`config.mk`:
```
export PLATFORM = sky130hd
export DESIGN_NAME = loadStoreUnit
export DESIGN_NICKNAME = d
export VERILOG_FILES = /design/src/design/lsqPkg.sv /design/src/design/lsqCfgIf.sv /design/src/design/loadBuffer.sv /design/src/design/lsqCtrlRegs.sv /design/src/design/loadStoreUnit.sv
export VERILOG_INCLUDE_DIRS = /design/src /design/src/design
export SDC_FILE = /design/constraint.sdc
export NUM_CORES = 2
export LEC_CHECK = 0
export BUFFER_PORTS_ARGS = -buffer_cell sky130_fd_sc_hd__buf_2
export CAP_MARGIN = 5
export CELL_PAD_IN_SITES_DETAIL_PLACEMENT = 1
export CELL_PAD_IN_SITES_GLOBAL_PLACEMENT = 2
export CORE_MARGIN = 4
export CORE_UTILIZATION = 30
export CTS_BUF_LIST = sky130_fd_sc_hd__clkbuf_2
export DETAILED_ROUTE_END_ITERATION = 16
export PLACE_DENSITY = 0.71
export SETUP_SLACK_MARGIN = 0.5
export SYNTH_ARGS = -nofsm -noshare
export SYNTH_HDL_FRONTEND = slang
export SYNTH_HIERARCHICAL = 1
export SYNTH_SLANG_ARGS = --single-unit
```
`constraint.sdc`:
```
create_clock -name clk -period 11.37 [get_ports clk]
set_clock_uncertainty 0.1 [all_clocks]
set_input_delay 0.5685 -clock clk [delete_from_list [all_inputs] [get_ports clk]]
set_output_delay 0.5685 -clock clk [all_outputs]
set_load 0.03 [all_outputs]
```
`src/design/lsq_consts.svh`:
```
`ifndef LSQ_CONSTS_SVH
`define LSQ_CONSTS_SVH

// Load buffer depth as a power of two
`define LB_SIZE 8

// Width of instruction and load sequence numbers
`define SQN_WIDTH 7

// Most entries the buffer can retire in one cycle
`define COMMIT_WIDTH 4

// Byte offsets of the control registers
`define REG_MMIO_BASE 32'h0000_0000
`define REG_MMIO_MASK 32'h0000_0004
`define REG_COLL_CNT 32'h0000_0008
`define REG_DELAY_CNT 32'h0000_000C

`endif

```
`src/design/lsqPkg.sv`:
```
`include "lsq_consts.svh"

package lsqPkg;

    // Sequence numbers wrap, so order is taken from the signed difference
    typedef logic [`SQN_WIDTH-1:0] sqN_t;

    // Memory op leaving address generation. Size is 0 byte, 1 half, 2 word
    typedef struct packed {
        logic        valid;
        sqN_t        sqN;
        sqN_t        loadSqN;
        logic [31:0] addr;
        logic [1:0]  size;
        logic        signExtend;
        logic [5:0]  tagDst;
        logic [31:0] pc;
        logic        compressed;
    } aguUop_t;

    // Load request towards the data cache
    typedef struct packed {
        logic        valid;
        sqN_t        sqN;
        sqN_t        loadSqN;
        logic [31:0] addr;
        logic [1:0]  size;
        logic        signExtend;
        logic [5:0]  tagDst;
        logic        isMmio;
    } ldUop_t;

    // Cache answer for an issued load. A set fail bit asks for a replay
    typedef struct packed {
        logic valid;
        logic fail;
        sqN_t loadSqN;
    } ldAck_t;

    typedef struct packed {
        logic        taken;
        logic        flush;
        sqN_t        sqN;
        sqN_t        loadSqN;
        logic [31:0] dstPc;
    } branchProv_t;

    typedef enum logic [1:0] {
        OKAY   = 2'b00,
        SLVERR = 2'b10
    } axiResp_e;

endpackage

```
`src/design/lsqCfgIf.sv`:
```
`timescale 1ns/100ps

// Configuration and event lines between the register block and the load buffer
interface lsqCfgIf;

    // Loads whose masked address equals the base are treated as non-speculative
    logic [31:0] mmioBase;
    logic [31:0] mmioMask;

    // Single-cycle pulses counted by the register block
    logic collisionEvt;
    logic delayEvt;

    modport regs (
        output mmioBase,
        output mmioMask,
        input  collisionEvt,
        input  delayEvt
    );

    modport buffer (
        input  mmioBase,
        input  mmioMask,
        output collisionEvt,
        output delayEvt
    );

endinterface

```
`src/design/loadBuffer.sv`:
```
`timescale 1ns/100ps
`include "lsq_consts.svh"

module loadBuffer (
    input  logic                clk,
    input  logic                rst,
    input  lsqPkg::sqN_t        commitSqN,
    input  logic                sqDone,
    input  logic                stall,
    input  lsqPkg::aguUop_t     loadIn,
    input  lsqPkg::aguUop_t     storeIn,
    input  lsqPkg::ldAck_t      ldAck,
    input  lsqPkg::branchProv_t branchIn,
    output lsqPkg::ldUop_t      aguLoad,
    output lsqPkg::ldUop_t      lateLoad,
    output logic                isDelayLoad,
    output lsqPkg::branchProv_t branchOut,
    output lsqPkg::sqN_t        maxLoadSqN,
    lsqCfgIf.buffer             cfg
);

    localparam int Depth = `LB_SIZE;
    localparam int IdxW = $clog2(Depth);
    localparam int CntW = $clog2(`COMMIT_WIDTH + 1);

    typedef struct packed {
        lsqPkg::sqN_t sqN;
        lsqPkg::sqN_t loadSqN;
        logic [5:0]   tagDst;
        logic [31:0]  addr;
        logic [1:0]   size;
        logic         signExtend;
        logic         nonSpec;
    } entry_t;

    entry_t entries [Depth];
    logic [Depth-1:0] entValid;
    logic [Depth-1:0] entIssued;

    lsqPkg::sqN_t head;
    lsqPkg::sqN_t headNext;
    logic [IdxW-1:0] headIdx;
    logic [IdxW-1:0] insIdx;
    logic [IdxW-1:0] ackIdx;

    lsqPkg::ldUop_t lateUop;
    logic lateValid;
    lsqPkg::branchProv_t rollback;
    logic rollbackTaken;

    logic inWindow;
    logic overlapsStore;
    logic delayLoad;
    logic insertEn;
    logic storeLive;
    logic storeHit;
    logic collisionNow;
    logic lateIssue;
    logic [Depth-1:0] retireMask;
    logic [Depth-1:0] killMask;
    logic [CntW-1:0] retireCnt;

    function automatic logic signed [`SQN_WIDTH-1:0] sqnDiff(
        input lsqPkg::sqN_t a,
        input lsqPkg::sqN_t b
    );
        return a - b;
    endfunction

    // Bytes touched within the aligned word
    function automatic logic [3:0] byteMask(input logic [1:0] addrLo, input logic [1:0] size);
        logic [3:0] mask;
        case (size)
            2'd0: mask = 4'b0001 << addrLo;
            2'd1: mask = addrLo[1] ? 4'b1100 : 4'b0011;
            default: mask = 4'b1111;
        endcase
        return mask;
    endfunction

    function automatic logic accessOverlap(
        input logic [31:0] addrA,
        input logic [1:0]  sizeA,
        input logic [31:0] addrB,
        input logic [1:0]  sizeB
    );
        return (addrA[31:2] == addrB[31:2]) &&
            |(byteMask(addrA[1:0], sizeA) & byteMask(addrB[1:0], sizeB));
    endfunction

    assign headIdx = head[IdxW-1:0];
    assign insIdx = loadIn.loadSqN[IdxW-1:0];
    assign ackIdx = ldAck.loadSqN[IdxW-1:0];

    assign inWindow = (loadIn.addr & cfg.mmioMask) == cfg.mmioBase;

    // An older store in the same cycle cannot forward yet, so the load waits
    assign overlapsStore = storeIn.valid &&
        sqnDiff(storeIn.loadSqN, loadIn.loadSqN) <= 0 &&
        accessOverlap(storeIn.addr, storeIn.size, loadIn.addr, loadIn.size);

    assign delayLoad = inWindow || overlapsStore;
    assign isDelayLoad = loadIn.valid && delayLoad;

    // Ops not older than a same-cycle branch are already dead
    assign insertEn = loadIn.valid &&
        (!branchIn.taken || sqnDiff(loadIn.sqN, branchIn.sqN) < 0);
    assign storeLive = storeIn.valid &&
        (!branchIn.taken || sqnDiff(storeIn.sqN, branchIn.sqN) < 0);

    assign collisionNow = storeLive && storeHit;
    assign cfg.collisionEvt = collisionNow;
    assign cfg.delayEvt = insertEn && delayLoad;

    always_comb begin
        aguLoad.valid = loadIn.valid && !delayLoad;
        aguLoad.sqN = loadIn.sqN;
        aguLoad.loadSqN = loadIn.loadSqN;
        aguLoad.addr = loadIn.addr;
        aguLoad.size = loadIn.size;
        aguLoad.signExtend = loadIn.signExtend;
        aguLoad.tagDst = loadIn.tagDst;
        aguLoad.isMmio = inWindow;
    end

    // A store that hits any issued younger load sends the core back past the store
    always_comb begin
        storeHit = 1'b0;
        for (int i = 0; i < Depth; i++) begin
            if (entValid[i] && entIssued[i] &&
                sqnDiff(storeIn.loadSqN, entries[i].loadSqN) <= 0 &&
                accessOverlap(storeIn.addr, storeIn.size, entries[i].addr, entries[i].size)) begin
                storeHit = 1'b1;
            end
        end
    end

    always_comb begin
        for (int i = 0; i < Depth; i++) begin
            killMask[i] = branchIn.taken && entValid[i] &&
                sqnDiff(entries[i].sqN, branchIn.sqN) >= 0;
        end
    end

    // Only the head may issue late. Non-speculative loads also wait for the commit point
    assign lateIssue = !branchIn.taken && entValid[headIdx] && !entIssued[headIdx] &&
        (!lateValid || !stall) &&
        (!entries[headIdx].nonSpec || (commitSqN == entries[headIdx].sqN && sqDone));

    // Retire a contiguous run of committed, issued entries from the head
    always_comb begin
        logic run;
        logic [IdxW-1:0] idx;
        run = !branchIn.taken && !lateIssue;
        retireMask = '0;
        retireCnt = '0;
        for (int i = 0; i < `COMMIT_WIDTH; i++) begin
            idx = headIdx + IdxW'(i);
            if (run && entValid[idx] && entIssued[idx] &&
                sqnDiff(commitSqN, entries[idx].sqN) > 0) begin
                retireMask[idx] = 1'b1;
                retireCnt = retireCnt + 1'b1;
            end else begin
                run = 1'b0;
            end
        end
    end

    always_comb begin
        if (branchIn.taken && branchIn.flush) begin
            headNext = branchIn.loadSqN;
        end else begin
            headNext = head + lsqPkg::sqN_t'(retireCnt);
        end
    end

    always_ff @(posedge clk) begin
        if (rst) begin
            entValid <= '0;
            entIssued <= '0;
            head <= '0;
            maxLoadSqN <= lsqPkg::sqN_t'(Depth - 1);
            lateValid <= 1'b0;
            rollbackTaken <= 1'b0;
        end else begin
            if (!stall) begin
                lateValid <= 1'b0;
            end
            if (lateIssue) begin
                lateValid <= 1'b1;
                entIssued[headIdx] <= 1'b1;
            end
            // A failed access goes back to the late issue path
            if (ldAck.valid && ldAck.fail) begin
                entIssued[ackIdx] <= 1'b0;
            end
            entValid <= entValid & ~retireMask & ~killMask;
            if (branchIn.taken && lateValid && sqnDiff(lateUop.sqN, branchIn.sqN) >= 0) begin
                lateValid <= 1'b0;
            end
            if (insertEn) begin
                entValid[insIdx] <= 1'b1;
                entIssued[insIdx] <= !delayLoad;
            end
            head <= headNext;
            maxLoadSqN <= headNext + lsqPkg::sqN_t'(Depth - 1);
            rollbackTaken <= collisionNow;
        end
    end

    always_ff @(posedge clk) begin
        if (insertEn) begin
            entries[insIdx] <= '{
                sqN: loadIn.sqN,
                loadSqN: loadIn.loadSqN,
                tagDst: loadIn.tagDst,
                addr: loadIn.addr,
                size: loadIn.size,
                signExtend: loadIn.signExtend,
                nonSpec: inWindow
            };
        end
        if (lateIssue) begin
            lateUop <= '{
                valid: 1'b1,
                sqN: entries[headIdx].sqN,
                loadSqN: entries[headIdx].loadSqN,
                addr: entries[headIdx].addr,
                size: entries[headIdx].size,
                signExtend: entries[headIdx].signExtend,
                tagDst: entries[headIdx].tagDst,
                isMmio: entries[headIdx].nonSpec
            };
        end
        // Restart right after the store because its fetch state is the one we have
        if (collisionNow) begin
            rollback <= '{
                taken: 1'b1,
                flush: 1'b0,
                sqN: storeIn.sqN,
                loadSqN: storeIn.loadSqN,
                dstPc: storeIn.pc + (storeIn.compressed ? 32'd2 : 32'd4)
            };
        end
    end

    always_comb begin
        lateLoad = lateUop;
        lateLoad.valid = lateValid;
    end

    always_comb begin
        branchOut = rollback;
        branchOut.taken = rollbackTaken;
    end

endmodule

```
`src/design/lsqCtrlRegs.sv`:
```
`timescale 1ns/100ps
`include "lsq_consts.svh"

module lsqCtrlRegs (
    input  logic             clk,
    input  logic             rst,
    input  logic [31:0]      awaddr,
    input  logic             awvalid,
    output logic             awready,
    input  logic [31:0]      wdata,
    input  logic [3:0]       wstrb,
    input  logic             wvalid,
    output logic             wready,
    output lsqPkg::axiResp_e bresp,
    output logic             bvalid,
    input  logic             bready,
    input  logic [31:0]      araddr,
    input  logic             arvalid,
    output logic             arready,
    output logic [31:0]      rdata,
    output lsqPkg::axiResp_e rresp,
    output logic             rvalid,
    input  logic             rready,
    lsqCfgIf.regs            cfg
);

    logic [31:0] mmioBase;
    logic [31:0] mmioMask;
    logic [31:0] collCnt;
    logic [31:0] delayCnt;

    logic awHeld;
    logic wHeld;
    logic [31:0] awAddrQ;
    logic [31:0] wDataQ;
    logic [3:0] wStrbQ;

    logic awFire;
    logic wFire;
    logic arFire;
    logic awGot;
    logic wGot;
    logic doWrite;
    logic bvalidNext;
    logic rvalidNext;
    logic [31:0] wrAddr;
    logic [31:0] wrData;
    logic [3:0] wrStrb;
    lsqPkg::axiResp_e wrResp;
    logic [31:0] rdValue;
    lsqPkg::axiResp_e rdResp;

    function automatic logic [31:0] mergeStrb(
        input logic [31:0] old,
        input logic [31:0] data,
        input logic [3:0]  strb
    );
        logic [31:0] merged;
        for (int b = 0; b < 4; b++) begin
            merged[b*8 +: 8] = strb[b] ? data[b*8 +: 8] : old[b*8 +: 8];
        end
        return merged;
    endfunction

    // Counters stick at all ones instead of wrapping
    function automatic logic [31:0] satInc(input logic [31:0] cnt, input logic evt);
        return (evt && cnt != '1) ? cnt + 32'd1 : cnt;
    endfunction

    assign cfg.mmioBase = mmioBase;
    assign cfg.mmioMask = mmioMask;

    assign awFire = awvalid && awready;
    assign wFire = wvalid && wready;
    assign arFire = arvalid && arready;

    // AW and W may come in either order. The write happens once both are in
    assign awGot = awHeld || awFire;
    assign wGot = wHeld || wFire;
    assign doWrite = awGot && wGot;

    assign wrAddr = awFire ? awaddr : awAddrQ;
    assign wrData = wFire ? wdata : wDataQ;
    assign wrStrb = wFire ? wstrb : wStrbQ;

    assign bvalidNext = doWrite || (bvalid && !bready);
    assign rvalidNext = arFire || (rvalid && !rready);

    always_comb begin
        case (wrAddr)
            `REG_MMIO_BASE, `REG_MMIO_MASK, `REG_COLL_CNT, `REG_DELAY_CNT: wrResp = lsqPkg::OKAY;
            default: wrResp = lsqPkg::SLVERR;
        endcase
    end

    always_comb begin
        rdResp = lsqPkg::OKAY;
        case (araddr)
            `REG_MMIO_BASE: rdValue = mmioBase;
            `REG_MMIO_MASK: rdValue = mmioMask;
            `REG_COLL_CNT: rdValue = collCnt;
            `REG_DELAY_CNT: rdValue = delayCnt;
            default: begin
                rdValue = '0;
                rdResp = lsqPkg::SLVERR;
            end
        endcase
    end

    always_ff @(posedge clk) begin
        if (rst) begin
            awHeld <= 1'b0;
            wHeld <= 1'b0;
            awready <= 1'b0;
            wready <= 1'b0;
            bvalid <= 1'b0;
            arready <= 1'b0;
            rvalid <= 1'b0;
        end else begin
            awHeld <= awGot && !doWrite;
            wHeld <= wGot && !doWrite;
            bvalid <= bvalidNext;
            rvalid <= rvalidNext;
            // Readies drop while a response is waiting for its handshake
            awready <= !(awGot && !doWrite) && !bvalidNext;
            wready <= !(wGot && !doWrite) && !bvalidNext;
            arready <= !rvalidNext;
        end
    end

    always_ff @(posedge clk) begin
        if (awFire) begin
            awAddrQ <= awaddr;
        end
        if (wFire) begin
            wDataQ <= wdata;
            wStrbQ <= wstrb;
        end
        if (doWrite) begin
            bresp <= wrResp;
        end
        if (arFire) begin
            rdata <= rdValue;
            rresp <= rdResp;
        end
    end

    // Window registers and event counters. Software cannot write the counters
    always_ff @(posedge clk) begin
        if (rst) begin
            mmioBase <= '0;
            mmioMask <= '0;
            collCnt <= '0;
            delayCnt <= '0;
        end else begin
            if (doWrite && wrAddr == `REG_MMIO_BASE) begin
                mmioBase <= mergeStrb(mmioBase, wrData, wrStrb);
            end
            if (doWrite && wrAddr == `REG_MMIO_MASK) begin
                mmioMask <= mergeStrb(mmioMask, wrData, wrStrb);
            end
            collCnt <= satInc(collCnt, cfg.collisionEvt);
            delayCnt <= satInc(delayCnt, cfg.delayEvt);
        end
    end

endmodule

```
`src/design/loadStoreUnit.sv`:
```
`timescale 1ns/100ps

module loadStoreUnit (
    input  logic                clk,
    input  logic                rst,
    input  lsqPkg::sqN_t        commitSqN,
    input  logic                sqDone,
    input  logic                stall,
    input  lsqPkg::aguUop_t     loadIn,
    input  lsqPkg::aguUop_t     storeIn,
    input  lsqPkg::ldAck_t      ldAck,
    input  lsqPkg::branchProv_t branchIn,
    output lsqPkg::ldUop_t      aguLoad,
    output lsqPkg::ldUop_t      lateLoad,
    output logic                isDelayLoad,
    output lsqPkg::branchProv_t branchOut,
    output lsqPkg::sqN_t        maxLoadSqN,
    input  logic [31:0]         awaddr,
    input  logic                awvalid,
    output logic                awready,
    input  logic [31:0]         wdata,
    input  logic [3:0]          wstrb,
    input  logic                wvalid,
    output logic                wready,
    output lsqPkg::axiResp_e    bresp,
    output logic                bvalid,
    input  logic                bready,
    input  logic [31:0]         araddr,
    input  logic                arvalid,
    output logic                arready,
    output logic [31:0]         rdata,
    output lsqPkg::axiResp_e    rresp,
    output logic                rvalid,
    input  logic                rready
);

    // Window settings go down to the buffer and event pulses come back up
    lsqCfgIf cfgBus ();

    loadBuffer buffer (
        .clk(clk),
        .rst(rst),
        .commitSqN(commitSqN),
        .sqDone(sqDone),
        .stall(stall),
        .loadIn(loadIn),
        .storeIn(storeIn),
        .ldAck(ldAck),
        .branchIn(branchIn),
        .aguLoad(aguLoad),
        .lateLoad(lateLoad),
        .isDelayLoad(isDelayLoad),
        .branchOut(branchOut),
        .maxLoadSqN(maxLoadSqN),
        .cfg(cfgBus.buffer)
    );

    lsqCtrlRegs regs (
        .clk(clk),
        .rst(rst),
        .awaddr(awaddr),
        .awvalid(awvalid),
        .awready(awready),
        .wdata(wdata),
        .wstrb(wstrb),
        .wvalid(wvalid),
        .wready(wready),
        .bresp(bresp),
        .bvalid(bvalid),
        .bready(bready),
        .araddr(araddr),
        .arvalid(arvalid),
        .arready(arready),
        .rdata(rdata),
        .rresp(rresp),
        .rvalid(rvalid),
        .rready(rready),
        .cfg(cfgBus.regs)
    );

endmodule

```
==> results.yml <==
clocking:
  clk_pin_slew_ns: 0.11
  cts_buffer_depth: 3
  root_buffer: "clkbuf_2"
  cts_tree: "yes"
  clock_latency_ns: 1.65
  cts_made_buffers: 228
  cts.htree.levels: 4
  numClockSinks: 819
  post_cts_buffers: 0
setup_path:
  reg2reg_depth: 32
  cp-end-kind: "flip-flop"
  worstSetupPathType: "reg2reg"
  critical_path.most_common_cell: "dlygate4sd3_1"
  worstSetupStartpointType: "flip-flop"
  cp_max_fo: 33
  cp_slowest_cell: "dlygate4sd3_1"
  arrival_ns: 11.57
  reg2reg_to: "buffer/maxLoadSqN[6]"
  r2r_setup_slack_ns: 1.14
  slowest_delay_ns: 0.76
  crit_required_ns: 12.71
  r2r_start: "buffer/head[2]"
power:
  p_switching_w: 0.00214
  peakVddDrop_mv: 0.0723
  comb_power_share_pct: 17.5
  total_leakage_power_nw: 20.8
  p_sw_share_pct: 31.2
  intPower_w: 0.00472
  seq_power_share_pct: 49.6
  clkPwrFrac_pct: 32.8
  p_per_area_mw_per_mm2: 125
floorplan:
  pin_count: 562
  die_w_um: 387
  die_area_sq_mm: 0.150
  chipHeight_um: 387
  initial_core_util_pct: 30.3
  rows: 138
  core_area_sq_mm: 0.142
drt:
  drc: 0
  vias: 33900
  routed_via_density: 5.05
  finalWirelength_mm: 170
  avgRoutedWirePerCell_um: 25.4
  first_iter_violations: 2120
  firstDrtPassIters: 5
  ant_nets: 0
min_path:
  holdPathEnd: "buffer/entIssued[4]"
  hold_path_depth: 7
  hp-start: "storeIn[40]"
  hold_path.class: "in2reg"
synth:
  async_flop_share_pct: 0
  synthesis.instances: 3508
  seq_area_frac_synth_pct: 51.7
  synth_top_area_share_pct: 40.8
  syn-cell-area_sq_mm: 0.0430
  yosys-top-cells-count: "edfxtp_1, nand2_1, dfxtp_1"
  synth.most_common_cell: "edfxtp_1"
  yosysUniqueCellTypes: 84
  ys.warnings.count: 6
  syn_area_per_cell_sq_um: 12.3
  synth_area_leaders: "edfxtp_1, dfxtp_1, mux4_2"
  ys_ff_latch: 819
  synthFlopType: "edfxtp_1"
  yosys.area.top_type: "edfxtp_1"
  synth-edff-count: 584
global_route:
  antenna_found_initial: 53
  grt_overflow: 0
  grt_pass1_vias: 36500
  grt_pass1_wl_mm: 248
  grt_max_degree: 100
  grt_usage_pct: 22.2
status:
  status: "completed"
sta:
  worst_slew_pin_slew_ns: 1.13
  relSlewSlack_pct: 24.8
  hold_viol_final: 0
  rsz0062_at_grt: "false"
  max_freq_ghz: 0.0978
  setup_viol: 0
  tns_ns: 0
  fin_crit_sh_pct: 90.0
  period_minus_slack_ns: 10.23
  finalMaxSlewViolations: 0
finish:
  nets: 5120
  design_area_sq_mm: 0.0549
  drive_gt1_share_pct: 23.5
  area_delta_synth_final_pct: 27.5
placement:
  place_area_sq_mm: 0.0471
  portBuffers: 482
  gp_congestion: 0.895
  hpwl_mm: 113
job:
  cap_viol_max_count: 0
-- registers in the layout (all words and copies together), names as in the netlist, 4 cells and up --
name / count
buffer/lateLoad: 56
buffer/entries: 448
regs/wStrbQ: 4
regs/cfg.mmioBase: 32
buffer/maxLoadSqN: 7
regs/delayCnt: 32
regs/rdata: 32
buffer/entIssued: 8
regs/wDataQ: 32
buffer/head: 7
regs/cfg.mmioMask: 32
regs/collCnt: 32
buffer/branchOut: 46
regs/awAddrQ: 32
buffer/entValid: 8
-- worst max-delay path, delay by kind of cell (launching register included) --
family	cells	cell delay (ns)
buffers and inverters	7	3.98
AOI/OAI and AO/OA	9	1.71
and+or+nand+nor	8	1.68
muxes	2	0.95
adders and majority gates	3	0.80
xor gates and xnor gates	3	0.40
DFF	1	0.35
-- how the worst max path moves through the flow --
stage                         from              endpoint  slack [ns]  cells after the start
global placement    buffer/head[0]  buffer/maxLoadSqN[6]        3.19                     29
finish              buffer/head[2]  buffer/maxLoadSqN[6]        1.14                     32
CTS                 buffer/head[2]  buffer/maxLoadSqN[6]        1.13                     32
floorplan           buffer/head[1]  buffer/maxLoadSqN[6]        4.16                     31
global route        buffer/head[2]  buffer/maxLoadSqN[6]        0.64                     32
detailed placement  buffer/head[0]  buffer/maxLoadSqN[6]        3.12                     27
-- power groups by stage --
| stage | sequential, W | clock, W | combinational (W) |
|---|---|---|---|
| 6_report | 0.00341 | 0.00225 | 0.00120 |
| 5_1_grt | 0.00342 | 0.00250 | 0.00129 |
| 4_1_cts | 0.00340 | 0.00232 | 0.00118 |
| 3_5_place_dp | 0.00347 | 0 | 0.000964 |
| 3_3_place_gp | 0.00346 | 0 | 0.000949 |
| 2_1_floorplan | 0.00347 | 0 | 0.000604 |
-- through the flow --
stage               std cells  hold slack, ns  utilization [%]  power, W  setup slack, ns
floorplan                3509           0.329                -   0.00407             4.16
global placement         5705           0.350             33.1   0.00441             3.19
detailed placement       5705           0.363             33.1   0.00443             3.12
CTS                      6682         0.00184             38.6   0.00690             1.13
global route             6695          0.0602             38.6   0.00721            0.642
finish                   6709           0.246             38.6   0.00686             1.14
-- placed cells by master (no fill, tap or decap), types with 14 or more instances in the layout --
| master | n |
|---|---|
| xor2_1 | 234 |
| dlygate4sd3_1 | 558 |
| mux4_2 | 132 |
| buf_4 | 38 |
| inv_1 | 103 |
| nand4_1 | 71 |
| clkbuf_2 | 325 |
| nand2_1 | 277 |
| a21oi_1 | 120 |
| nand2b_1 | 131 |
| nor4_1 | 93 |
| clkinv_2 | 14 |
| nor3_1 | 29 |
| nor2_1 | 151 |
| a21o_1 | 16 |
| and3_1 | 18 |
| nand3_1 | 57 |
| mux2i_1 | 158 |
| a221o_1 | 33 |
| or3_1 | 38 |
| o21ai_0 | 108 |
| edfxtp_1 | 584 |
| or4_1 | 19 |
| ha_1 | 160 |
| xnor2_1 | 205 |
| buf_2 | 481 |
| dfxtp_1 | 232 |
| mux2_2 | 77 |
| clkinv_1 | 67 |
| diode_2 | 27 |
| o31ai_1 | 19 |
| nor2b_1 | 38 |
-- kinds of logic after synthesis --
group	after synthesis	synth area share [%]
XOR/XNOR	442	9.06
AND/OR/NAND/NOR	985	11.9
flip-flops	819	51.7
other	2	0.0175
adder cells (fa/ha/maj)	165	4.88
AO/OA/AOI/OAI	397	5.99
multiplexers	373	12.9
buffers and inverters	325	3.51
-- layout make-up --
type	instances	area (sq um)
repair buffers	1080	8340
clock inverters	93	475
multi-input cells	2365	19300
inverters	110	414
diodes	27	67.6
flip-flops and latches	819	22300
well taps	1890	2360
fillers	15600	87200
clock buffers	325	1630
-- metal layers --
metal / up-vias / track usage (%) / wire length, um
li1: 15300 / - / -
met1: 17200 / 26.9 / 68500
met2: 1141 / 39.4 / 86400
met3: 249 / 4.70 / 10500
met4: 6 / 7.18 / 4820
met5: - / 0 / 32
-- repair_timing --
item,in CTS,in global routing
hold buffers,559,0
resized for setup,0,0
hold endpoints to repair,1144,0
Power figures use the tool's default switching activity.
